===== config.mk =====
export PLATFORM = sky130hd
export DESIGN_NAME = cacheController
export DESIGN_NICKNAME = d
export VERILOG_FILES = /design/src/design/cachePkg.sv /design/src/design/cacheController.sv
export SDC_FILE = /design/constraint.sdc
export NUM_CORES = 1
export LEC_CHECK = 0
export BUFFER_PORTS_ARGS = -buffer_cell sky130_fd_sc_hd__clkbuf_2
export CORE_MARGIN = 2
export CORE_UTILIZATION = 40
export CTS_CLUSTER_SIZE = 30
export DETAILED_ROUTE_END_ITERATION = 7
export SETUP_SLACK_MARGIN = 0.5
export SYNTH_ARGS = -nofsm -noshare
export SYNTH_HDL_FRONTEND = slang
export SYNTH_SLANG_ARGS = --single-unit

===== constraint.sdc =====
create_clock -name clock -period 6.8 [get_ports clock]
set_clock_uncertainty 0.2 [all_clocks]
set_input_delay 0.68 -clock clock [delete_from_list [all_inputs] [get_ports clock]]
set_output_delay 0.68 -clock clock [all_outputs]
set_load 0.1 [all_outputs]

===== src/design/cachePkg.sv =====
package cachePkg;
	localparam int addressWidth = 16;
	localparam int dataWidth = 32;
	localparam int indexWidth = 3;

	typedef logic [addressWidth-1:0] addressT;
	typedef logic [dataWidth-1:0] dataT;
	typedef logic [indexWidth-1:0] indexT;
	typedef logic [addressWidth-indexWidth-1:0] tagT;

	typedef enum logic [2:0] {
		busNone,
		busRead,
		busReadExclusive,
		busUpgrade,
		busWriteBack
	} busCommandT;

	typedef enum logic [1:0] {
		lineInvalid,
		lineShared,
		lineModified
	} lineStateT;

	// Device side memory port
	typedef struct packed {
		addressT address;
		dataT writeData;
		logic readEnabled;
		logic writeEnabled;
	} deviceRequestT;

	typedef struct packed {
		dataT readData;
		logic functionComplete;
	} deviceResponseT;

	typedef struct packed {
		busCommandT command;
		addressT address;
	} busRequestT;

	typedef struct packed {
		busCommandT command;
		addressT address;
		logic valid; // Never set toward the requesting cache
	} snoopT;
endpackage


===== src/design/cacheController.sv =====
`timescale 1ns/1ps

module cacheController (
	input logic clock,
	input logic rstN,
	input cachePkg::deviceRequestT request,
	output cachePkg::deviceResponseT response,
	output cachePkg::busRequestT busRequest,
	input logic grantDone,
	input cachePkg::dataT fillData,
	output cachePkg::dataT writeBackData,
	input cachePkg::snoopT snoop,
	output logic snoopHit,
	output logic snoopDirty,
	output cachePkg::dataT snoopData
);
	localparam int lineCount = 2 ** cachePkg::indexWidth;

	typedef enum logic [2:0] {
		cacheIdle,
		cacheWriteBack,
		cacheFetch,
		cacheUpgrade,
		cacheRespond
	} cacheStateT;

	cacheStateT state;

	cachePkg::tagT tagArray [lineCount];
	cachePkg::dataT dataArray [lineCount];
	cachePkg::lineStateT stateArray [lineCount];

	cachePkg::indexT reqIndex;
	cachePkg::tagT reqTag;
	cachePkg::indexT snoopIndex;
	cachePkg::tagT snoopTag;
	cachePkg::lineStateT lineState;
	logic tagMatch;
	logic readHit, writeHit, writeShared, victimDirty;
	logic snoopConflict, accept;
	logic writeBackDone, fillLine, upgradeDone;

	assign reqIndex = request.address[cachePkg::indexWidth-1:0];
	assign reqTag = request.address[cachePkg::addressWidth-1:cachePkg::indexWidth];
	assign lineState = stateArray[reqIndex];
	assign tagMatch = tagArray[reqIndex] == reqTag;

	assign readHit = request.readEnabled && lineState != cachePkg::lineInvalid && tagMatch;
	assign writeHit = request.writeEnabled && lineState == cachePkg::lineModified && tagMatch;
	assign writeShared = request.writeEnabled && lineState == cachePkg::lineShared && tagMatch;
	assign victimDirty = lineState == cachePkg::lineModified && !tagMatch;

	// A snoop to the same line takes priority over a new device access
	assign snoopConflict = snoop.valid && snoopIndex == reqIndex;
	assign accept = state == cacheIdle && (request.readEnabled || request.writeEnabled) &&
		!response.functionComplete && !snoopConflict;

	assign writeBackDone = state == cacheWriteBack && grantDone;
	assign fillLine = state == cacheFetch && grantDone;
	assign upgradeDone = state == cacheUpgrade && grantDone;

	always_comb begin
		busRequest.command = cachePkg::busNone;
		busRequest.address = request.address;
		case (state)
			cacheWriteBack: begin
				busRequest.command = cachePkg::busWriteBack;
				busRequest.address = {tagArray[reqIndex], reqIndex}; // Victim address
			end
			cacheFetch: busRequest.command = request.writeEnabled ?
				cachePkg::busReadExclusive : cachePkg::busRead;
			cacheUpgrade: busRequest.command = cachePkg::busUpgrade;
			default: ;
		endcase
	end
	assign writeBackData = dataArray[reqIndex];

	// Snoop side
	assign snoopIndex = snoop.address[cachePkg::indexWidth-1:0];
	assign snoopTag = snoop.address[cachePkg::addressWidth-1:cachePkg::indexWidth];
	assign snoopHit = snoop.valid && stateArray[snoopIndex] != cachePkg::lineInvalid &&
		tagArray[snoopIndex] == snoopTag;
	assign snoopDirty = snoopHit && stateArray[snoopIndex] == cachePkg::lineModified;
	assign snoopData = dataArray[snoopIndex];

	always_ff @(posedge clock or negedge rstN) begin
		if (!rstN) begin
			state <= cacheIdle;
			response <= '0;
		end else begin
			response.functionComplete <= 1'b0;
			case (state)
				cacheIdle: if (accept) begin
					if (readHit || writeHit) begin
						response.functionComplete <= 1'b1;
						response.readData <= readHit ? dataArray[reqIndex] : request.writeData;
					end else if (writeShared) begin
						state <= cacheUpgrade;
					end else if (victimDirty) begin
						state <= cacheWriteBack;
					end else begin
						state <= cacheFetch;
					end
				end
				// A peer may take the line while this cache waits for the bus
				cacheWriteBack: begin
					if (writeBackDone || !victimDirty)
						state <= cacheFetch;
				end
				cacheUpgrade: begin
					if (upgradeDone)
						state <= cacheRespond;
					else if (!(lineState == cachePkg::lineShared && tagMatch))
						state <= cacheFetch;
				end
				cacheFetch: if (fillLine) state <= cacheRespond;
				cacheRespond: begin
					response.functionComplete <= 1'b1;
					response.readData <= dataArray[reqIndex];
					state <= cacheIdle;
				end
				default: state <= cacheIdle;
			endcase
		end
	end

	always_ff @(posedge clock or negedge rstN) begin
		if (!rstN) begin
			for (int i = 0; i < lineCount; i++)
				stateArray[i] <= cachePkg::lineInvalid;
		end else begin
			if (writeBackDone)
				stateArray[reqIndex] <= cachePkg::lineInvalid;
			if (fillLine)
				stateArray[reqIndex] <= request.writeEnabled ?
					cachePkg::lineModified : cachePkg::lineShared;
			if (upgradeDone)
				stateArray[reqIndex] <= cachePkg::lineModified;
			if (snoopHit) begin
				case (snoop.command)
					cachePkg::busRead:
						if (snoopDirty) stateArray[snoopIndex] <= cachePkg::lineShared;
					cachePkg::busReadExclusive, cachePkg::busUpgrade:
						stateArray[snoopIndex] <= cachePkg::lineInvalid;
					default: ;
				endcase
			end
		end
	end

	always_ff @(posedge clock) begin
		if (accept && writeHit)
			dataArray[reqIndex] <= request.writeData;
		if (fillLine) begin
			tagArray[reqIndex] <= reqTag;
			dataArray[reqIndex] <= request.writeEnabled ? request.writeData : fillData;
		end
		if (upgradeDone)
			dataArray[reqIndex] <= request.writeData;
	end
endmodule


# After elaboration in Yosys (flattened, before gate mapping)
# Memory sizes are Yosys's and may differ from the RTL's.
# Index checks and enable logic that the tools add are counted.
totals:
  regBits: 52
  latchBits: 0
  ram_bits: 360
  romBits: 0
  inputBits: 105
  out_inout_bits: 118
  wordCells: 128
  mem_count: 2
classes:
  n_addsub: 0
  multipliers: 0
  div_mod_pow: 0
  order_cmp: 4
  eq_ne: 19
  shifts: 0
  muxes: 43
  bitwise: 14
  reduce_logical: 35
memory_table:
  columns: ["name", "depth", "word_bits", "read_ports", "rd_clocked_by_memory_dff", "write_ports", "line", "rtl"]
  rows:
  - ["dataArray", 8, 32, 2, 0, 1, "cacheController.sv:30", "cachePkg::dataT dataArray [lineCount];"]
  - ["tagArray", 8, 13, 2, 0, 1, "cacheController.sv:29", "cachePkg::tagT tagArray [lineCount];"]
op_table:
  columns: ["cell", "count"]
  rows:
  - ["$mux W32", 4]
  - ["$mux W16", 6]
  - ["$mux W33", 2]
  - ["$pmux W33 S2", 1]
  - ["$and A16 B16 Y16", 2]
  - ["$not A16 Y16", 2]
  - ["$pmux W16 S2", 1]
  - ["$eq A13 B13 Y1", 2]
  - ["$logic_and A1 B1 Y1", 21]
  - ["$mux W2", 10]
  - ["$mux W3", 6]
  - ["$and A8 B8 Y8", 2]
  - ["$bwmux W16", 1]
  - ["$not A8 Y8", 2]
  - ["$or A8 B8 Y8", 2]
  - ["$bmux W2 S3", 2]
  - ["$demux W2 S3", 2]
  - ["$eq A3 B2 Y1 const B", 4]
  - ["$pmux W3 S4", 1]
  - ["$pmux W3 S3", 1]
  - ["$ge A4 B4 Y1 const B", 2]
  - ["$lt A4 B1 Y1 const B", 2]
  - ["$not A3 Y4", 2]
  - ["$eq A3 B1 Y1 const B", 2]
  - ["16 further kinds", 33]

# Logic depth before layout (Yosys ltp)
# Gate-level depths: netlist of run 1.
depth:
  word_depth: 16
  ltp_mapped: 14
  mapped_depth_nobuf: 8

# Worst setup path after synthesis of run 1
# No wires, ideal clock.
synth_path:
  path_kind: "input to output"
  from: "input snoop[3] in the netlist's numbering"
  to: "output snoopDirty"
  t_arrival_ns: 4.705
  t_required_ns: 5.920
  path_slack_ns: 1.215
  stages: 9
  n_path_buf: 4
  cell_sequence: "buf_2 > buf_2 > buf_2 > buf_1 > a22oi_1 > xnor2_1 > or4_1 > nor2_1 > and2_1"
synth_between:
  elab_chain_len: 8
  word_cells_on_any_way: 11
synth_lines:
  columns: ["element", "line", "rtl"]
  rows:
  - ["start, declared", "cacheController.sv:12", "input cachePkg::snoopT snoop,"]
  - ["$not A3 Y4 (not written as such)", "cacheController.sv:81", "assign snoopHit = snoop.valid && stateArray[snoopIndex] != cachePkg::lineInvalid &&"]
  - ["$bmux W2 S3", "cacheController.sv:81", null]
  - ["$mux W2 (not written as such) (2 in series)", "cacheController.sv:81", null]
  - ["$reduce_bool A2 Y1", "cacheController.sv:81", null]
  - ["$logic_and A1 B1 Y1", "cacheController.sv:81", null]
  - ["$logic_and A1 B1 Y1 *", "cacheController.sv:81", null]
  - ["named net snoopHit", "cacheController.sv:13", "output logic snoopHit,"]
  - ["$logic_and A1 B1 Y1 *", "cacheController.sv:83", "assign snoopDirty = snoopHit && stateArray[snoopIndex] == cachePkg::lineModified;"]
  - ["end, declared", "cacheController.sv:14", "output logic snoopDirty,"]
# The timed path passes the listed nets; every way through them passes the cells marked *. The select of a mux whose other input is x is not followed.

# Worst setup path after layout of run 1
layout_path:
  from: "input snoop[3] in the netlist's numbering"
  to: "output snoopDirty"
layout_between:
  elab_chain_len: 8
  word_cells_on_any_way: 11
layout_lines:
  columns: ["element", "line"]
  rows:
  - ["$not A3 Y4 (not written as such)", "cacheController.sv:81, cacheController.sv:83"]
  - ["$bmux W2 S3", "cacheController.sv:81, cacheController.sv:83"]
  - ["$mux W2 (not written as such) (2 in series)", "cacheController.sv:81, cacheController.sv:83"]
  - ["$reduce_bool A2 Y1", "cacheController.sv:81"]
  - ["$logic_and A1 B1 Y1 (2 in series)", "cacheController.sv:81"]
  - ["$logic_and A1 B1 Y1 *", "cacheController.sv:83"]
# Mark *: on every way between the ends. The rest lies on a longest branch, timed or not. The select of a mux whose other input is x is not followed.

==> results of run 1 <==
-- cells in the final DEF, fill, tap and decap left out, types with 5 or more instances in the layout --
cell       instances
inv_1              7
edfxtp_1         360
nor2_1            68
mux2i_1           46
nand3_1           39
and3_1             5
a221o_1           48
nand2b_1           8
nand4_1           25
a221oi_1          43
clkbuf_16         46
buf_4             35
clkinv_2           8
a31oi_1           15
clkbuf_2         220
xnor2_1           12
and2_1             5
nor2b_1           10
dfrtp_1           52
mux4_2            25
clkbuf_8           7
a21oi_1           30
a22o_1            35
nand3b_1           6
a222oi_1           7
nand2_1           89
o21ai_0           33
a22oi_1          172
nor2_2            11
mux2_2            67
nor3_2             6
xor2_1            11
clkbuf_1          13
nor2_4             7
-- synthesized netlist by cell type, drive strengths merged (3+ instances only) --
library cell / n / area [sq um]
nand4: 25 / 156
o21ai: 34 / 170
clkinv: 3 / 11.3
nand3b: 6 / 45.0
a21oi: 30 / 150
or4: 5 / 41.3
and3: 6 / 37.5
nor4: 6 / 80.1
or3: 4 / 25.0
xnor2: 12 / 105
inv: 7 / 26.3
a31oi: 16 / 100
and3b: 3 / 26.3
dfrtp: 52 / 1300
a221oi: 43 / 377
mux4: 25 / 563
xor2: 11 / 96.3
buf: 42 / 229
o211ai: 4 / 30.0
a22oi: 172 / 1290
a221o: 48 / 480
nand2b: 8 / 50.1
a22o: 35 / 307
nor2b: 13 / 81.3
o22ai: 4 / 25.0
o31ai: 4 / 30.0
and2: 7 / 43.8
nand2: 91 / 342
mux2i: 46 / 460
edfxtp: 360 / 10800
a222oi: 7 / 70.1
nand3: 39 / 195
mux2: 67 / 754
nor2: 86 / 323
clkbuf: 66 / 248
nor3: 9 / 45.0
-- final cells by class --
class	count	area, sq um
clock buffers	66	1300
clock inverters	16	193
fillers	4165	25000
inverters	10	37.5
multi-input cells	892	6870
flip-flops and latches	412	12100
well taps	615	769
repair buffers	260	1450
-- layer usage --
layer	track usage, %	vias to the layer above
met5	0	-
met4	7.81	0
met3	4.75	141
met2	41.1	896
met1	34.9	7357
li1	-	6197
-- cells by family after synthesis --
group | synth area share (%)
AOI/OAI and AO/OA | 16.6
DFF | 62.6
and+or+nand+nor | 7.95
muxes | 9.19
buffers and inverters | 2.66
xor gates and xnor gates | 1.04
-- state kept, by name, summed over array words and instances (netlist names) --
register,count
stateArray,16
dataArray,256
state,3
response,33
tagArray,104
-- stage by stage --
step | util, % | instance area (sq um) | setup WS (ns)
2_1_floorplan | - | 19300 | 1.21
5_1_grt | 47.6 | 22700 | 1.52
4_1_cts | 47.6 | 22700 | 1.70
6_report | 47.6 | 22700 | 1.61
3_5_place_dp | 44.5 | 21200 | 1.49
3_3_place_gp | 44.5 | 21200 | 1.49
-- final timing paths --
path / start / slack [ns] / cells past startpoint / end
worst min-delay path: rstN / 0.06 / 2 / stateArray[14]
min in group clock: snoop[18] / 0.11 / 2 / stateArray[14]
max in group asynchronous: rstN / 5.78 / 2 / response[24]
worst max-delay path: snoop[3] / 1.61 / 10 / snoopDirty
worst max register to register: tagArray[2][7] / 2.56 / 9 / dataArray[1][30]
worst min register to register: response[9] / 0.42 / 3 / response[9]
-- power breakdown --
part | switching, W | internal (W)
clock network | 0.00103 | 0.00145
logic | 0.00188 | 0.000491
registers | 0.000137 | 0.00300
total | 0.00304 | 0.00493
==> metrics, run 1 <==
Met2 Wirelength 30.8 mm; port bufs 222; CTS tree built; Tmin final 5.19 ns; launching element type of the critical path input pin; first-pass GRT wire length 94.8 mm; CP bufs+invs 3; Post-Synthesis Cells 1,422; Max Buffers Root-to-Sink 3; post-synthesis sequential area ratio 62.6%; # H-tree levels 2; Routed WL 64.8 mm; GRT Total Usage 25.4%; static leakage power 8.17 nW; antenna cells 0; Worst Max-Slew Pin Slew 1.25 ns; cts hold-fix bufs 0; worst stage delay on the critical path 0.65 ns; total power 0.00798 W; Initial Util 40.5%; relative slew slack 16.7%; worst endpoint required time 5.92 ns; CTS Buf Count 44; layout cell share with drive strength beyond 1 28.0%; CTS root buf clkbuf_16; gp weighted congestion 0.895; Final Instance Count excl. Fillers 2,271; Final TNS setup 0 ns; Synth warnings 0; Final setup violation count 0; met3 WL 5.89 mm; die area 50,100 sq um; Max Freq 0.193 GHz; Seq cells post-synth 412; Max-Cap Viols 0; Final Cycle Share 76.3%; WL met1 26.5 mm; Post-synth EDFFs 360; Layout Nets 1,725; Congestion Overflow GR 0; post_cts resized 0; # DRC 0; io pins 223; number of global-route vias before repair 14,600; DIE HEIGHT 224 microns; largest net degree at the start of global routing 53; core area 47,700 sq um; Final Hold Viols 0; fraction of registers with async set/reset 12.6%; Skew-Pair Late Insertion Delay 0.60 ns; Via density 6.42; max layer used met4; die width 224 microns; CP max FO 43; Netlist cell types 66; HP Class input pin to async pin; initial antenna violation count 0; fin. max-slew vios 0; Clock Pin Slew Worst Setup and Hold Paths 0.07 ns; Max VDD drop 0.378 mV; P&R area growth vs syn 17.5%; status complete, no violations; crit-path cells clkbuf_2 -> buf_4 -> and2_1 -> a221o_1 -> a22oi_1 -> xnor2_1 -> or4_1 -> nor2_1 -> and2_1 -> clkbuf_2; final hold slack 0.0645 ns; # placed instances 2,189; slowest CP cell and2_1; syn nets 1,527; Worst path top cell family by delay simple AND/OR/NAND/NOR gates; Initial DRC Count 1,894; first drt pass iteration count 5; ys flop type edfxtp_1; DRT antenna net count 0; cell area after technology mapping 19,300 sq um; crit end category primary output; Mean Syn Cell Area 13.6 sq um; RSZ-0062 raised after global routing false; # clock sinks 412; Worst Path Class, Setup input pin to primary output; Rows 80; Cell Pwr Density 351 nW/um^2; vias 14,600; # Post-CTS Setup Buffers 0; Crit path arrival time 4.31 ns; per-cell routed wire length 28.5 microns; hpwl dp 39.7 mm
Note: power is estimated with default switching activity, not from simulation.
==> run 2, diff against run 1 <==
ABC_AREA = 1   (was not set)
clock period = 5.05 ns   (was 6.8 ns; I/O delays follow)
==> metrics, run 2 <==
status complete, no violations; vias 19,300 (+32%); crit-path cells buf_2 -> buf_4 -> nor3_2 -> buf_4 -> clkinv_1 -> o21ai_0 -> a221oi_1 -> nand3_1 -> clkbuf_2; CP max FO 57 (+33%); Initial DRC Count 2,056 (+8.6%); Via density 5.79 (-9.9%); Max-Cap Viols 0 (unchanged); die width 234 microns (+4.6%); top flop regs dataArray: 256 flops, tagArray: 104 flops, response: 33 flops; io pins 223 (unchanged); Mean Syn Cell Area 8.83 sq um (-35%); Cell Pwr Density 427 nW/um^2 (+22%); # Post-CTS Setup Buffers 0 (unchanged); worst endpoint required time 4.35 ns (-1.57 ns); fraction of registers with async set/reset 12.6% (unchanged); Worst R2R End dataArray[5][5]; Worst Path Class, Setup input pin to primary output; origin of the critical flop-to-flop path state[2]; count leader, synth nand2_1; most common cell after layout, fill and taps aside nand2_1; cell area after technology mapping 21,200 sq um (+9.6%); Post-Synthesis Cells 2,403 (+69%); fin. max-slew vios 0 (unchanged); # DRC 0 (unchanged); Netlist cell types 42 (-36%); Post-synth EDFFs 360 (unchanged); largest net degree at the start of global routing 58 (+9.4%); Worst Max-Slew Pin Slew 1.22 ns (-0.0282 ns); hold_sp request[17]; Layout Nets 2,718 (+58%); P&R area growth vs syn 20.1%; FF-to-FF path depth 9 (unchanged); core area 52,400 sq um (+9.8%); Routed WL 77.2 mm (+19%); max layer used met4; crit end category primary output; Top reg by flops dataArray; Hold Path Sink response[16]; slowest CP cell clkinv_1; commonest cells in the netlist nand2_1, edfxtp_1, inv_1; static leakage power 10.7 nW (+31%); Synth warnings 0 (unchanged); number of global-route vias before repair 18,500 (+27%); worst stage delay on the critical path 0.54 ns (-0.11 ns); post_cts resized 0 (unchanged); Seq cells post-synth 412 (unchanged); Final setup violation count 0 (unchanged); relative slew slack 18.7% (+2.1 points); Skew-Pair Late Insertion Delay 0.60 ns (about the same); DIE HEIGHT 234 microns (+4.6%); met3 WL 6.78 mm (+15%); Final TNS setup 0 ns (unchanged); Met2 Wirelength 36.8 mm (+20%); layout cell share with drive strength beyond 1 15.2% (-13 points); r2r setup slk 1.37 ns (-1.19 ns); first-pass GRT wire length 114 mm (+21%); CTS Buf Count 45 (+2.3%); number of flip-flops in the largest register 256 (unchanged); CTS root buf clkbuf_16; final instance area 25,500 sq um (+12%); per-cell routed wire length 23.1 microns (-19%); post-synthesis sequential area ratio 57.1% (-5.5 points); Clock Pin Slew Worst Setup and Hold Paths 0.06 ns (about the same); # H-tree levels 2 (unchanged); share of the synthesized area in the top cell type 51.0% (-4.9 points); cts hold-fix bufs 1 (+1); placed cell area 23,900 sq um (+12%); # clock sinks 412 (unchanged); GRT Total Usage 27.9% (+2.5 points); CTS tree built; RSZ-0062 raised after global routing false; syn nets 2,508 (+64%); Final Hold Viols 0 (unchanged); Max VDD drop 0.507 mV (+34%); Rows 84 (+5.0%); Initial Util 40.4% (-0.079 points); die area 54,900 sq um (+9.5%); launching element type of the critical path input pin; Congestion Overflow GR 0 (unchanged); Tmin final 4.04 ns; Max Buffers Root-to-Sink 3 (unchanged); hpwl dp 51.0 mm (+29%); Crit path arrival time 3.34 ns (-0.97 ns); Yosys top cell by area edfxtp_1; Max Freq 0.247 GHz; Final Cycle Share 80.1%; first drt pass iteration count 7 (+2); DRT antenna net count 0 (unchanged); WL met1 29.2 mm (+10%); HP Class input pin to register; most used cell, CP buf_4; commonest non-fill, non-tap cells in the layout nand2_1, edfxtp_1, inv_1; ys flop type edfxtp_1; gp weighted congestion 0.915 (+2.3%); initial antenna violation count 1 (+1); port bufs 222 (unchanged); worst hold path cell count 5; largest cells by area after synthesis edfxtp_1, nand2_1, dfrtp_1, nand3_1, inv_1
==> run 2: changes by cell type in the layout (fill, tap and decap cells not counted), moves of 43 or more <==
| cell | before | now |
|---|---|---|
| nand2_1 | 89 | 858 |
| inv_1 | 7 | 212 |
| nand3_1 | 39 | 176 |
| a22oi_1 | 172 | 60 |
| o21ai_0 | 33 | 120 |
| mux2_2 | 67 | 0 |
| nand4_1 | 25 | 80 |
| a221o_1 | 48 | 0 |
| mux2i_1 | 46 | 0 |
| buf_4 | 35 | 78 |
| nor2_1 | 68 | 111 |
==> run 2: cells by family (layout without fill, tap and decap cells) <==
family	count (synthesis)	count (layout)	share of synthesized area [%]
AOI/OAI and AO/OA	375	375	11.3
xor gates and xnor gates	5	5	0.206
buffers and inverters	357	601	6.90
other	0	1	0
and+or+nand+nor	1254	1254	24.5
DFF	412	412	57.1
==> run 2: per-layer routing <==
layer	global-route usage [%]	up-vias
met5	0	-
met4	14.9	0
met3	4.00	225
met2	46.5	1130
met1	35.2	9280
li1	-	8671
==> run 2: worst max-delay path, delay by kind of cell <==
family | cells | cell delay, ns
compound gates | 2 | 0.47
buf+inv | 5 | 1.81
simple gates | 2 | 0.52
==> run 2: worst max path at each step <==
| stage | start | to | slack, ns |
|---|---|---|---|
| floorplan | request[34] | dataArray[0][0] | 0.85 |
| global placement | request[34] | response[2] | 0.63 |
| detailed placement | request[34] | response[13] | 0.52 |
| CTS | request[34] | writeBackData[0] | 1.01 |
| global route | request[34] | response[3] | 0.81 |
| finish | snoop[1] | snoopData[23] | 1.01 |
==> run 2: cell type report <==
cell class,count,area (sq um)
antenna,1,2.50
clock buffer,56,1220
clock inverter,25,398
fill,4852,27000
inverter,222,833
multi-input combinational,1634,7790
sequential,412,12100
tap,688,861
timing repair buffer,298,2260
==> run 2: stage by stage <==
stage                     instances  setup WS, ns  hold slack (ns)  utilization [%]  total power [W]
after detailed placement       3253         0.521            0.304             45.5          0.00731
after CTS                      3335          1.01           0.0368             48.6           0.0109
after global placement         3253         0.628            0.296             45.5          0.00728
after floorplan                2403         0.846          0.00941                -          0.00641
final                          3336          1.01           0.0569             48.6           0.0109
after global routing           3336         0.809           0.0820             48.6           0.0112
==> run 2: power breakdown <==
group / switching (W) / total, W / internal [W] / leakage [nW]
combinational: 0.00251 / 0.00310 / 0.000595 / 6.03
sequential: 0.000138 / 0.00417 / 0.00403 / 3.91
clock: 0.00143 / 0.00362 / 0.00218 / 0.777
total: 0.00408 / 0.0109 / 0.00681 / 10.7
